$ cat src/cordic_defines.svh
// CORDIC unit parameters
`ifndef CORDIC_DEFINES_SVH
`define CORDIC_DEFINES_SVH

// Width of input coordinates, angles and results
`define CORDIC_DATA_WIDTH 16
// Internal coordinate width with headroom for the CORDIC gain
`define CORDIC_XY_WIDTH 18
// Number of micro-rotation stages
`define CORDIC_STAGES 14
`define CORDIC_OP_WIDTH 4

// Operation codes
`define CORDIC_OP_SIN 4'd1
`define CORDIC_OP_COS 4'd2
`define CORDIC_OP_SINCOS 4'd3
`define CORDIC_OP_ATAN 4'd5

// Inverse CORDIC gain 0.607253 in Q2.14
`define CORDIC_GAIN_INV 9949
// Binary angle of pi
`define CORDIC_HALF_TURN 32768

`endif

$ cat src/cordic_pkg.sv
// CORDIC shared types
`include "cordic_defines.svh"

package cordic_pkg;

    // ==============================
    // Operand word
    // ==============================

    // One 32-bit operand word, read as an angle or as a vector
    typedef union packed {
        // Rotation view for sin, cos and sincos
        struct packed {
            logic [`CORDIC_DATA_WIDTH-1:0] reserved;
            logic [`CORDIC_DATA_WIDTH-1:0] angle;
        } rot;
        // Vectoring view for atan
        struct packed {
            logic signed [`CORDIC_DATA_WIDTH-1:0] y;
            logic signed [`CORDIC_DATA_WIDTH-1:0] x;
        } vec;
    } operand_u;

    // ==============================
    // Arctangent table
    // ==============================

    // atan(2^-i) in binary-angle units, 65536 per full turn
    // Rounded to nearest
    localparam logic [`CORDIC_DATA_WIDTH-1:0] atan_table [`CORDIC_STAGES] = '{
        16'd8192, 16'd4836, 16'd2555, 16'd1297,
        16'd651,  16'd326,  16'd163,  16'd81,
        16'd41,   16'd20,   16'd10,   16'd5,
        16'd3,    16'd1
    };

endpackage

$ cat src/cordic_prerotate.sv
// CORDIC entry stage
`timescale 1ns/10ps
`include "cordic_defines.svh"

module cordic_prerotate (
    input  logic                                 clk,
    input  logic                                 reset,
    input  logic                                 advance,
    input  logic                                 in_valid,
    input  logic [`CORDIC_OP_WIDTH-1:0]          op,
    input  cordic_pkg::operand_u                 operand,
    output logic                                 valid,
    output logic [`CORDIC_OP_WIDTH-1:0]          op_q,
    output logic                                 vectoring,
    output logic                                 err,
    output logic signed [`CORDIC_XY_WIDTH-1:0]   x,
    output logic signed [`CORDIC_XY_WIDTH-1:0]   y,
    output logic signed [`CORDIC_DATA_WIDTH-1:0] z
);

    localparam int DW  = `CORDIC_DATA_WIDTH;
    localparam int XYW = `CORDIC_XY_WIDTH;
    localparam logic signed [XYW-1:0] GAIN_INV  = `CORDIC_GAIN_INV;
    localparam logic [DW-1:0]         HALF_TURN = `CORDIC_HALF_TURN;

    logic [DW-1:0]         angle;
    logic signed [XYW-1:0] vec_x;
    logic signed [XYW-1:0] vec_y;
    logic                  next_vectoring;
    logic                  next_err;
    logic signed [XYW-1:0] next_x;
    logic signed [XYW-1:0] next_y;
    logic signed [DW-1:0]  next_z;

    // ==============================
    // Operand decode
    // ==============================

    assign angle = operand.rot.angle;
    // Vector inputs sign extended into the wider datapath
    assign vec_x = {{(XYW-DW){operand.vec.x[DW-1]}}, operand.vec.x};
    assign vec_y = {{(XYW-DW){operand.vec.y[DW-1]}}, operand.vec.y};

    // Fold into the convergence range of about +-99 degrees
    always_comb begin
        next_vectoring = 1'b0;
        next_err       = 1'b0;
        next_x         = '0;
        next_y         = '0;
        next_z         = '0;
        case (op)
            `CORDIC_OP_SIN, `CORDIC_OP_COS, `CORDIC_OP_SINCOS: begin
                // Start on the x axis, prescaled by the inverse gain
                next_x = GAIN_INV;
                next_z = angle;
                // Top two bits differ when |angle| is above pi/2
                if (angle[DW-1] != angle[DW-2]) begin
                    next_x = -GAIN_INV;
                    next_z = angle + HALF_TURN;
                end
            end
            `CORDIC_OP_ATAN: begin
                next_vectoring = 1'b1;
                next_x         = vec_x;
                next_y         = vec_y;
                // Left half plane is mirrored through the origin
                if (vec_x[XYW-1]) begin
                    next_x = -vec_x;
                    next_y = -vec_y;
                    next_z = HALF_TURN;
                end
            end
            default: begin
                // Unknown code flows down with zero payload
                next_err = 1'b1;
            end
        endcase
    end

    // ==============================
    // Stage register
    // ==============================

    always_ff @(posedge clk or posedge reset) begin
        if (reset) begin
            valid <= 1'b0;
        end else if (advance) begin
            valid <= in_valid;
        end
    end

    always_ff @(posedge clk) begin
        if (advance) begin
            op_q      <= op;
            vectoring <= next_vectoring;
            err       <= next_err;
            x         <= next_x;
            y         <= next_y;
            z         <= next_z;
        end
    end

endmodule

$ cat src/cordic_microrotation.sv
// CORDIC micro-rotation stage
`timescale 1ns/10ps
`include "cordic_defines.svh"

module cordic_microrotation #(
    parameter int STAGE_INDEX = 0
) (
    input  logic                                 clk,
    input  logic                                 reset,
    input  logic                                 advance,
    input  logic                                 in_valid,
    input  logic [`CORDIC_OP_WIDTH-1:0]          in_op,
    input  logic                                 in_vectoring,
    input  logic                                 in_err,
    input  logic signed [`CORDIC_XY_WIDTH-1:0]   in_x,
    input  logic signed [`CORDIC_XY_WIDTH-1:0]   in_y,
    input  logic signed [`CORDIC_DATA_WIDTH-1:0] in_z,
    output logic                                 valid,
    output logic [`CORDIC_OP_WIDTH-1:0]          op,
    output logic                                 vectoring,
    output logic                                 err,
    output logic signed [`CORDIC_XY_WIDTH-1:0]   x,
    output logic signed [`CORDIC_XY_WIDTH-1:0]   y,
    output logic signed [`CORDIC_DATA_WIDTH-1:0] z
);

    localparam int DW  = `CORDIC_DATA_WIDTH;
    localparam int XYW = `CORDIC_XY_WIDTH;

    logic signed [XYW-1:0] x_shift;
    logic signed [XYW-1:0] y_shift;
    logic signed [DW-1:0]  atan_step;
    logic                  dir_pos;

    // ==============================
    // Rotation step
    // ==============================

    // Arithmetic shift keeps the sign of the coordinate
    assign x_shift   = in_x >>> STAGE_INDEX;
    assign y_shift   = in_y >>> STAGE_INDEX;
    assign atan_step = cordic_pkg::atan_table[STAGE_INDEX];

    // Rotation drives z to zero, vectoring drives y to zero
    assign dir_pos = in_vectoring ? in_y[XYW-1] : ~in_z[DW-1];

    always_ff @(posedge clk or posedge reset) begin
        if (reset) begin
            valid <= 1'b0;
        end else if (advance) begin
            valid <= in_valid;
        end
    end

    // Payload moves with the valid bit, bubbles included
    always_ff @(posedge clk) begin
        if (advance) begin
            op        <= in_op;
            vectoring <= in_vectoring;
            err       <= in_err;
            if (dir_pos) begin
                // Counterclockwise step
                x <= in_x - y_shift;
                y <= in_y + x_shift;
                z <= in_z - atan_step;
            end else begin
                // Clockwise step
                x <= in_x + y_shift;
                y <= in_y - x_shift;
                z <= in_z + atan_step;
            end
        end
    end

    // ==============================
    // Checks
    // ==============================

    // Valid bit stays known for the whole run once out of reset
    valid_known_a: assert property (
        @(posedge clk) disable iff (reset) !$isunknown(valid)
    ) else $error("stage %0d valid unknown", STAGE_INDEX);

endmodule

$ cat src/cordic_result_select.sv
// CORDIC result stage
`timescale 1ns/10ps
`include "cordic_defines.svh"

module cordic_result_select (
    input  logic                                 clk,
    input  logic                                 reset,
    input  logic                                 advance,
    input  logic                                 in_valid,
    input  logic [`CORDIC_OP_WIDTH-1:0]          in_op,
    input  logic                                 in_err,
    input  logic signed [`CORDIC_XY_WIDTH-1:0]   in_x,
    input  logic signed [`CORDIC_XY_WIDTH-1:0]   in_y,
    input  logic signed [`CORDIC_DATA_WIDTH-1:0] in_z,
    input  logic                                 out_ready,
    output logic                                 out_valid,
    output logic signed [`CORDIC_DATA_WIDTH-1:0] result_primary,
    output logic signed [`CORDIC_DATA_WIDTH-1:0] result_secondary,
    output logic                                 has_secondary,
    output logic                                 error
);

    localparam int DW  = `CORDIC_DATA_WIDTH;
    localparam int XYW = `CORDIC_XY_WIDTH;
    localparam int EXT = XYW - DW;

    logic signed [DW-1:0] x_narrow;
    logic signed [DW-1:0] y_narrow;
    logic signed [DW-1:0] sel_primary;
    logic signed [DW-1:0] sel_secondary;
    logic                 sel_has_secondary;
    logic                 sel_error;
    logic                 rotation_result;

    // Drop the gain headroom bits
    assign x_narrow = in_x[DW-1:0];
    assign y_narrow = in_y[DW-1:0];

    // ==============================
    // Result mux
    // ==============================

    always_comb begin
        sel_primary       = '0;
        sel_secondary     = '0;
        sel_has_secondary = 1'b0;
        sel_error         = 1'b0;
        if (in_err) begin
            sel_error = 1'b1;
        end else begin
            case (in_op)
                `CORDIC_OP_SIN:    sel_primary = y_narrow;
                `CORDIC_OP_COS:    sel_primary = x_narrow;
                `CORDIC_OP_SINCOS: begin
                    sel_primary       = y_narrow;
                    sel_secondary     = x_narrow;
                    sel_has_secondary = 1'b1;
                end
                // Accumulated angle is the arctangent
                `CORDIC_OP_ATAN:   sel_primary = in_z;
                default:           sel_error   = 1'b1;
            endcase
        end
    end

    // Exit register, held while the sink stalls
    always_ff @(posedge clk or posedge reset) begin
        if (reset) begin
            out_valid <= 1'b0;
        end else if (advance) begin
            out_valid <= in_valid;
        end
    end

    always_ff @(posedge clk) begin
        if (advance && in_valid) begin
            result_primary   <= sel_primary;
            result_secondary <= sel_secondary;
            has_secondary    <= sel_has_secondary;
            error            <= sel_error;
        end
    end

    // ==============================
    // Checks
    // ==============================

    assign rotation_result = in_valid && !in_err && (in_op != `CORDIC_OP_ATAN);

    // Prescaled start x keeps sin and cos inside 16 bits
    range_a: assert property (
        @(posedge clk) disable iff (reset)
        advance && rotation_result |->
            (in_x[XYW-1:DW] == {EXT{in_x[DW-1]}}) && (in_y[XYW-1:DW] == {EXT{in_y[DW-1]}})
    ) else $error("rotation result exceeds output width");

    // A stalled result holds until taken
    hold_a: assert property (
        @(posedge clk) disable iff (reset)
        out_valid && !out_ready |=>
            out_valid && $stable(result_primary) && $stable(result_secondary)
            && $stable(has_secondary) && $stable(error)
    ) else $error("result changed while stalled");

endmodule

$ cat src/cordic_trig_unit.sv
// CORDIC trigonometry unit
`timescale 1ns/10ps
`include "cordic_defines.svh"

module cordic_trig_unit (
    input  logic                                 clk,
    input  logic                                 reset,
    input  logic                                 in_valid,
    output logic                                 in_ready,
    input  logic [`CORDIC_OP_WIDTH-1:0]          op,
    input  cordic_pkg::operand_u                 operand,
    output logic                                 out_valid,
    input  logic                                 out_ready,
    output logic signed [`CORDIC_DATA_WIDTH-1:0] result_primary,
    output logic signed [`CORDIC_DATA_WIDTH-1:0] result_secondary,
    output logic                                 has_secondary,
    output logic                                 error
);

    localparam int N   = `CORDIC_STAGES;
    localparam int DW  = `CORDIC_DATA_WIDTH;
    localparam int XYW = `CORDIC_XY_WIDTH;
    localparam int OPW = `CORDIC_OP_WIDTH;

    // Global stall, every stage register loads together
    logic advance;

    // Stage boundaries, index 0 is the prerotate output
    logic                  stage_valid     [0:N];
    logic [OPW-1:0]        stage_op        [0:N];
    logic                  stage_vectoring [0:N];
    logic                  stage_err       [0:N];
    logic signed [XYW-1:0] stage_x         [0:N];
    logic signed [XYW-1:0] stage_y         [0:N];
    logic signed [DW-1:0]  stage_z         [0:N];

    // ==============================
    // Flow control
    // ==============================

    // Pipeline moves when the exit slot is free or being emptied
    assign advance  = ~out_valid | out_ready;
    assign in_ready = advance;

    // ==============================
    // Datapath
    // ==============================

    cordic_prerotate u_prerotate (
        .clk       (clk),
        .reset     (reset),
        .advance   (advance),
        .in_valid  (in_valid),
        .op        (op),
        .operand   (operand),
        .valid     (stage_valid[0]),
        .op_q      (stage_op[0]),
        .vectoring (stage_vectoring[0]),
        .err       (stage_err[0]),
        .x         (stage_x[0]),
        .y         (stage_y[0]),
        .z         (stage_z[0])
    );

    // One shift-and-add step per stage
    for (genvar i = 0; i < N; i++) begin : g_stage
        cordic_microrotation #(
            .STAGE_INDEX (i)
        ) u_micro (
            .clk          (clk),
            .reset        (reset),
            .advance      (advance),
            .in_valid     (stage_valid[i]),
            .in_op        (stage_op[i]),
            .in_vectoring (stage_vectoring[i]),
            .in_err       (stage_err[i]),
            .in_x         (stage_x[i]),
            .in_y         (stage_y[i]),
            .in_z         (stage_z[i]),
            .valid        (stage_valid[i+1]),
            .op           (stage_op[i+1]),
            .vectoring    (stage_vectoring[i+1]),
            .err          (stage_err[i+1]),
            .x            (stage_x[i+1]),
            .y            (stage_y[i+1]),
            .z            (stage_z[i+1])
        );
    end

    // Mode bit is not needed past the last rotation
    cordic_result_select u_result (
        .clk              (clk),
        .reset            (reset),
        .advance          (advance),
        .in_valid         (stage_valid[N]),
        .in_op            (stage_op[N]),
        .in_err           (stage_err[N]),
        .in_x             (stage_x[N]),
        .in_y             (stage_y[N]),
        .in_z             (stage_z[N]),
        .out_ready        (out_ready),
        .out_valid        (out_valid),
        .result_primary   (result_primary),
        .result_secondary (result_secondary),
        .has_secondary    (has_secondary),
        .error            (error)
    );

endmodule

$ cat config.mk
export PLATFORM = sky130hd
export DESIGN_NAME = cordic_trig_unit
export DESIGN_NICKNAME = d
export VERILOG_FILES = /design/src/cordic_pkg.sv /design/src/cordic_prerotate.sv /design/src/cordic_microrotation.sv /design/src/cordic_result_select.sv /design/src/cordic_trig_unit.sv
export VERILOG_INCLUDE_DIRS = /design/src /design/src/src
export SDC_FILE = /design/constraint.sdc
export NUM_CORES = 2
export LEC_CHECK = 0
export ABC_AREA = 1
export BUFFER_PORTS_ARGS = -buffer_cell sky130_fd_sc_hd__buf_2
export CORE_MARGIN = 4
export CORE_UTILIZATION = 50
export DETAILED_ROUTE_END_ITERATION = 6
export PLACE_DENSITY_LB_ADDON = 0.05
export SYNTH_ARGS = -nofsm -noshare
export SYNTH_HDL_FRONTEND = slang
export SYNTH_SLANG_ARGS = --single-unit
$ cat constraint.sdc
create_clock -name clk -period 99.5 [get_ports clk]
set_input_delay 19.9 -clock clk [delete_from_list [all_inputs] [get_ports clk]]
set_output_delay 19.9 -clock clk [all_outputs]
set_load 0.05 [all_outputs]
**Word-level counts from Yosys, hierarchy flattened**

Index checks and enable logic that the tools add are counted.

- Register bits: 915
- Latch bits: 0
- RAM bits: 0
- Memory bits (read-only): 0
- Bits of input ports: 40
- Output and inout port bits: 36
- Logic and storage cells: 295
- Memories kept: 0

- Add/subtract/negate cells: 86
- Multipliers: 0
- Divide/modulo/power cells: 0
- Magnitude comparators: 0
- Equality and inequality tests: 9
- Shift operators: 0
- Muxes and demuxes: 68
- Bitwise gates (word level): 17
- Reductions and logical operators: 6

Operators by type and width:

| operator | count |
|---|---|
| $mux 18 | 29 |
| $mux 16 | 18 |
| $pmux 16 s3 | 1 |
| $add 18x10->18 | 2 |
| $add 18x11->18 | 2 |
| $add 18x12->18 | 2 |
| $add 18x13->18 | 2 |
| $add 18x14->18 | 2 |
| $add 18x15->18 | 2 |
| $add 18x16->18 | 2 |
| $add 18x17->18 | 2 |
| $add 18x6->18 | 2 |
| $add 18x7->18 | 2 |
| $add 18x8->18 | 2 |
| $add 18x9->18 | 2 |
| $neg 16->18 | 2 |
| $pmux 18 s2 | 1 |
| $sub 18x10->18 | 2 |
| $sub 18x11->18 | 2 |
| $sub 18x12->18 | 2 |
| $sub 18x13->18 | 2 |
| $sub 18x14->18 | 2 |
| $sub 18x15->18 | 2 |
| $sub 18x16->18 | 2 |
| other kinds (50) | 97 |

**Depth between registers and ports, before layout**

- Word-level depth: 3
- Mapped depth: 21
- Mapped depth without buffers: 21

**Modules after synthesis**

From an unflattened synthesis, not the netlist that was laid out.

- Cells, all modules: 9,831
- Area, all modules: 76,334.5 um2

By module, submodules not included:

| module | times used | cells each | area each (um2) | sequential area each (um2) |
|---|---|---|---|---|
| cordic_microrotation (g_stage[2].u_micro) | 1 | 695 | 5,325.1 | 1,766.7 |
| cordic_microrotation (g_stage[3].u_micro) | 1 | 690 | 5,325.1 | 1,766.7 |
| cordic_microrotation (g_stage[1].u_micro) | 1 | 719 | 5,310.1 | 1,766.7 |
| cordic_microrotation (g_stage[0].u_micro) | 1 | 671 | 5,231.3 | 1,736.7 |
| cordic_microrotation (g_stage[6].u_micro) | 1 | 682 | 5,116.2 | 1,766.7 |
| cordic_microrotation (g_stage[5].u_micro) | 1 | 665 | 5,108.6 | 1,766.7 |
| cordic_microrotation (g_stage[4].u_micro) | 1 | 663 | 5,103.6 | 1,766.7 |
| cordic_microrotation (g_stage[8].u_micro) | 1 | 663 | 5,064.9 | 1,766.7 |
| cordic_microrotation (g_stage[11].u_micro) | 1 | 659 | 5,029.8 | 1,766.7 |
| cordic_microrotation (g_stage[12].u_micro) | 1 | 653 | 5,018.6 | 1,766.7 |
| cordic_microrotation (g_stage[7].u_micro) | 1 | 640 | 4,992.3 | 1,766.7 |
| cordic_microrotation (g_stage[13].u_micro) | 1 | 656 | 4,978.5 | 1,766.7 |
| cordic_microrotation (g_stage[10].u_micro) | 1 | 639 | 4,952.2 | 1,766.7 |
| cordic_microrotation (g_stage[9].u_micro) | 1 | 617 | 4,941.0 | 1,766.7 |
| 3 more rows | - | - | - | - |

**Worst setup path after synthesis**

Ideal clock, no wire load.

- Path type: input port to output port
- Start: in out_ready
- End: out in_ready
- Arrival time: 43.928 ns
- Data required time: 79.600 ns
- Slack: 35.672 ns
- Stages on the path: 3
- Buffers on the path: 1
- Cells stage by stage: nor2_1 -> inv_1 -> clkbuf_1

- Cells in the longest elaborated chain, start to end: 1

Ends and longest elaborated chain:

| item | RTL line | RTL |
|---|---|---|
| start, declared | cordic_trig_unit.sv:13 | `input logic out_ready,` |
| $or 1x1->1 | cordic_trig_unit.sv:42 | `assign advance = ~out_valid \| out_ready;` |
| end, declared | cordic_trig_unit.sv:9 | `output logic in_ready,` |

No other way between the ends.

**Worst setup path after layout**

Ends and elaborated chain as after synthesis.

==> impl_metrics.tcl <==
set metrics [dict create \
    clock_tree.buffer_depth 3 \
    yosys_warnings 0 \
    worst_slew_pin_slew_ns 1.19 \
    vias_in_the_first_global_route 55600 \
    numCtsBuffers 105 \
    hpwl_um 144000 \
    unique_masters_post_synth 50 \
    cts-hold-fix-buffers 0 \
    crit_path_max_fo 95 \
    routedWlPerCell_um 16.4 \
    die-height_um 387 \
    postSynthNetCount 9660 \
    post_synth_instance_area_mm2 0.0720 \
    crit_arrival_ns 21.26 \
    remaining_drc_errors 0 \
    fmaxAchievable_mhz 24.3 \
    critical_path.most_common_cell "sky130_fd_sc_hd__buf_2" \
    globalRouteOverflowTotal 0 \
    cts_resized 0 \
    coreArea_mm2 0.142 \
    num_rows 138 \
    final_hold_viol_count 0 \
    totalNegativeSetupSlack_ns 0 \
    grt_max_degree 188 \
    rsz0062_at_grt "no" \
    finalCriticalPeriod_ns 41.16 \
    setup_viol_count_final 0 \
    crit_path_cell_trace "buf_2 -> nor2_1 -> buf_4 -> inv_8 -> buf_2" \
    cts_tree "done" \
    cp_slowest_cell "sky130_fd_sc_hd__buf_2" \
    routed-via-count 58800 \
    area_delta_synth_final_pct 8.74 \
    layout.area.seq_mm2 0.0274 \
    first_iter_violations 4113 \
    final_layout_size_suffix_gt1_share_pct 3.30 \
    fp.dieArea_mm2 0.150 \
    layout_commonest_cell "sky130_fd_sc_hd__nand2_1" \
    netlist_instances 8855 \
    final-max-slew-violation-count 0 \
    seq_area_frac_synth_pct 38.0 \
    cts_setup_buffers 0 \
    die_w_um 387 \
    io-pin-count 76 \
    ys_async_sr_fraction_pct 1.75 \
    wirelength_um 180000 \
    routabilityCongestion 0.910 \
    via_per_inst 5.36 \
    num-nets-final 9795 \
    finClkSkew_ns 0.0484 \
    leading_cell_types_in_the_layout_fill_and_taps_excluded "sky130_fd_sc_hd__nand2_1 (2,169), sky130_fd_sc_hd__inv_1 (1,158), sky130_fd_sc_hd__edfxtp_1 (898)" \
    setup.worst_path.start_class "input pin" \
    slew_headroom_pct 20.3 \
    drv.max_cap_violation_count 0 \
    clock_tree.root_cell "sky130_fd_sc_hd__clkbuf_16" \
    antenna_violations_before_repair 1 \
    synth-main-ff-cell "sky130_fd_sc_hd__edfxtp_1" \
    flops_latches_synth 914 \
    n_fill_cell 13400 \
    worst_setup_hold_path_clk_slew_ns 0.06 \
    cp-end-kind "output port" \
    firstDrtPassIters 6 \
    first_pass_grt_wire_length_um 291000 \
    worst_hold_path_type "reg -> reg" \
    status "completed" \
    clock_tree.htree_level_count 3 \
    final_antenna_net_count 0 \
    synth_area_per_cell_um2 8.13 \
    worst_skew_pair.late_latency_ns 0.73 \
    synth-edff-count 898 \
    total_routing_usage_gr_pct 23.4 \
    layout_worst_path_cycle_share_pct 41.4 \
    clkSinkCount 914 \
    critical_path_class "in -> out" \
    cpPeakStageDelay_ns 0.46 \
    initial_core_utilization_pct 50.6 \
    cp_data_required_time_ns 79.60 \
    place.port_buffers 75 \
    multi_input_area_mm2 0.0399 \
]
==> worst max-delay path, delay by kind of cell <==
kind | cells | cell delay (ns)
buffers and inverters | 4 | 1.18
and+or+nand+nor | 1 | 0.04
==> worst paths after layout <==
kind,from,endpoint,slack [ns],depth (start not counted)
setup / recovery,out_ready,in_ready,58.34,5
hold / removal,g_stage[4].u_micro.z[0],g_stage[5].u_micro.z[0],0.40,0
setup reg to reg,u_result.out_valid,g_stage[8].u_micro.z[11],94.36,8
hold reg to reg,g_stage[4].u_micro.z[0],g_stage[5].u_micro.z[0],0.40,0
max in group asynchronous,reset,g_stage[6].u_micro.valid,79.85,2
min in group asynchronous,reset,g_stage[8].u_micro.valid,19.24,2
==> kinds of logic after synthesis <==
family                   Yosys count  synth area share, %
AND/OR/NAND/NOR                 3784                 21.6
AO/OA/AOI/OAI                   1451                 11.5
buffers and inverters           1239                 6.54
flip-flops                       914                 38.0
adder cells (fa/ha/maj)          765                 13.7
XOR/XNOR                         699                 8.53
multiplexers                       3               0.0417
==> area by class of cell <==
class                           count  share of cell area [%]
Tap cell                         1890                    3.02
Clock buffer                      124                    3.61
Timing Repair Buffer               99                   0.742
Antenna cell                        1                 0.00320
Inverter                         1168                    5.61
Multi-Input combinational cell   6702                    51.0
Sequential cell                   914                    35.0
Clock inverter                     72                    1.04
==> flip-flops by register name (all words and copies together) (netlist names), 16 cells and up <==
register,count
u_result.result_secondary,16
u_result.result_primary,16
g_stage.u_micro.x,249
g_stage.u_micro.y,250
g_stage.u_micro.op,56
u_prerotate.z,16
u_prerotate.y,18
u_prerotate.x,18
g_stage.u_micro.z,224
==> routing by layer <==
layer,track usage (%),share of wire [%],wire length [µm]
met4,5.01,1.7,3100
met1,33.1,48,85700
met5,0,0,0
met2,38.8,46,82800
met3,2.61,4.7,8510
==> cells in the mapped netlist, types with 3 or more instances <==
| library cell | number | area (µm²) |
|---|---|---|
| sky130_fd_sc_hd__nand2_1 | 2169 | 8140 |
| sky130_fd_sc_hd__inv_1 | 1159 | 4350 |
| sky130_fd_sc_hd__edfxtp_1 | 898 | 27000 |
| sky130_fd_sc_hd__ha_1 | 722 | 9030 |
| sky130_fd_sc_hd__nor2_1 | 713 | 2680 |
| sky130_fd_sc_hd__a21oi_1 | 602 | 3010 |
| sky130_fd_sc_hd__nand3_1 | 556 | 2780 |
| sky130_fd_sc_hd__xor2_1 | 511 | 4480 |
| sky130_fd_sc_hd__o21ai_0 | 414 | 2070 |
| sky130_fd_sc_hd__nor3_1 | 192 | 961 |
| sky130_fd_sc_hd__xnor2_1 | 186 | 1630 |
| sky130_fd_sc_hd__o21bai_1 | 129 | 968 |
| sky130_fd_sc_hd__a21o_1 | 108 | 811 |
| sky130_fd_sc_hd__nand4_1 | 83 | 519 |
| sky130_fd_sc_hd__a31oi_1 | 73 | 457 |
| sky130_fd_sc_hd__a21boi_0 | 51 | 383 |
| sky130_fd_sc_hd__fa_1 | 43 | 861 |
| sky130_fd_sc_hd__clkbuf_1 | 37 | 139 |
| sky130_fd_sc_hd__buf_2 | 28 | 140 |
| sky130_fd_sc_hd__nand3b_1 | 22 | 165 |
| sky130_fd_sc_hd__nor4_1 | 22 | 138 |
| sky130_fd_sc_hd__o211ai_1 | 21 | 158 |
| sky130_fd_sc_hd__o31ai_1 | 17 | 128 |
| sky130_fd_sc_hd__dfrtp_1 | 16 | 400 |
| sky130_fd_sc_hd__o21ai_1 | 11 | 55.1 |
| sky130_fd_sc_hd__and2_1 | 8 | 50.1 |
| sky130_fd_sc_hd__or2_2 | 8 | 50.1 |
| sky130_fd_sc_hd__o21a_1 | 7 | 52.6 |
| sky130_fd_sc_hd__and2_0 | 5 | 31.3 |
| sky130_fd_sc_hd__clkinv_1 | 5 | 18.8 |
| sky130_fd_sc_hd__inv_2 | 4 | 15.0 |
| sky130_fd_sc_hd__mux2i_1 | 3 | 30.0 |
| sky130_fd_sc_hd__o21ai_2 | 3 | 26.3 |
| sky130_fd_sc_hd__o22ai_1 | 3 | 18.8 |
==> through the flow <==
stage | hold WS (ns) | instances | worst slack, ns | cell area [µm²] | util, %
3_5_place_dp | 0.405 | 10800 | 58.28 | 74600 | 52.4
4_1_cts | 0.394 | 11000 | 58.27 | 78300 | 55.0
5_1_grt | 0.414 | 11000 | 58.20 | 78300 | 55.0
6_report | 0.403 | 11000 | 58.34 | 78300 | 55.0
2_1_floorplan | 0.400 | 8855 | 35.67 | 72000 | -
3_3_place_gp | 0.401 | 10800 | 58.27 | 74600 | 52.4
Power is left out: the tool's default activity adds up to more than one toggle a clock period on the data nets, which glitch-free logic cannot reach.
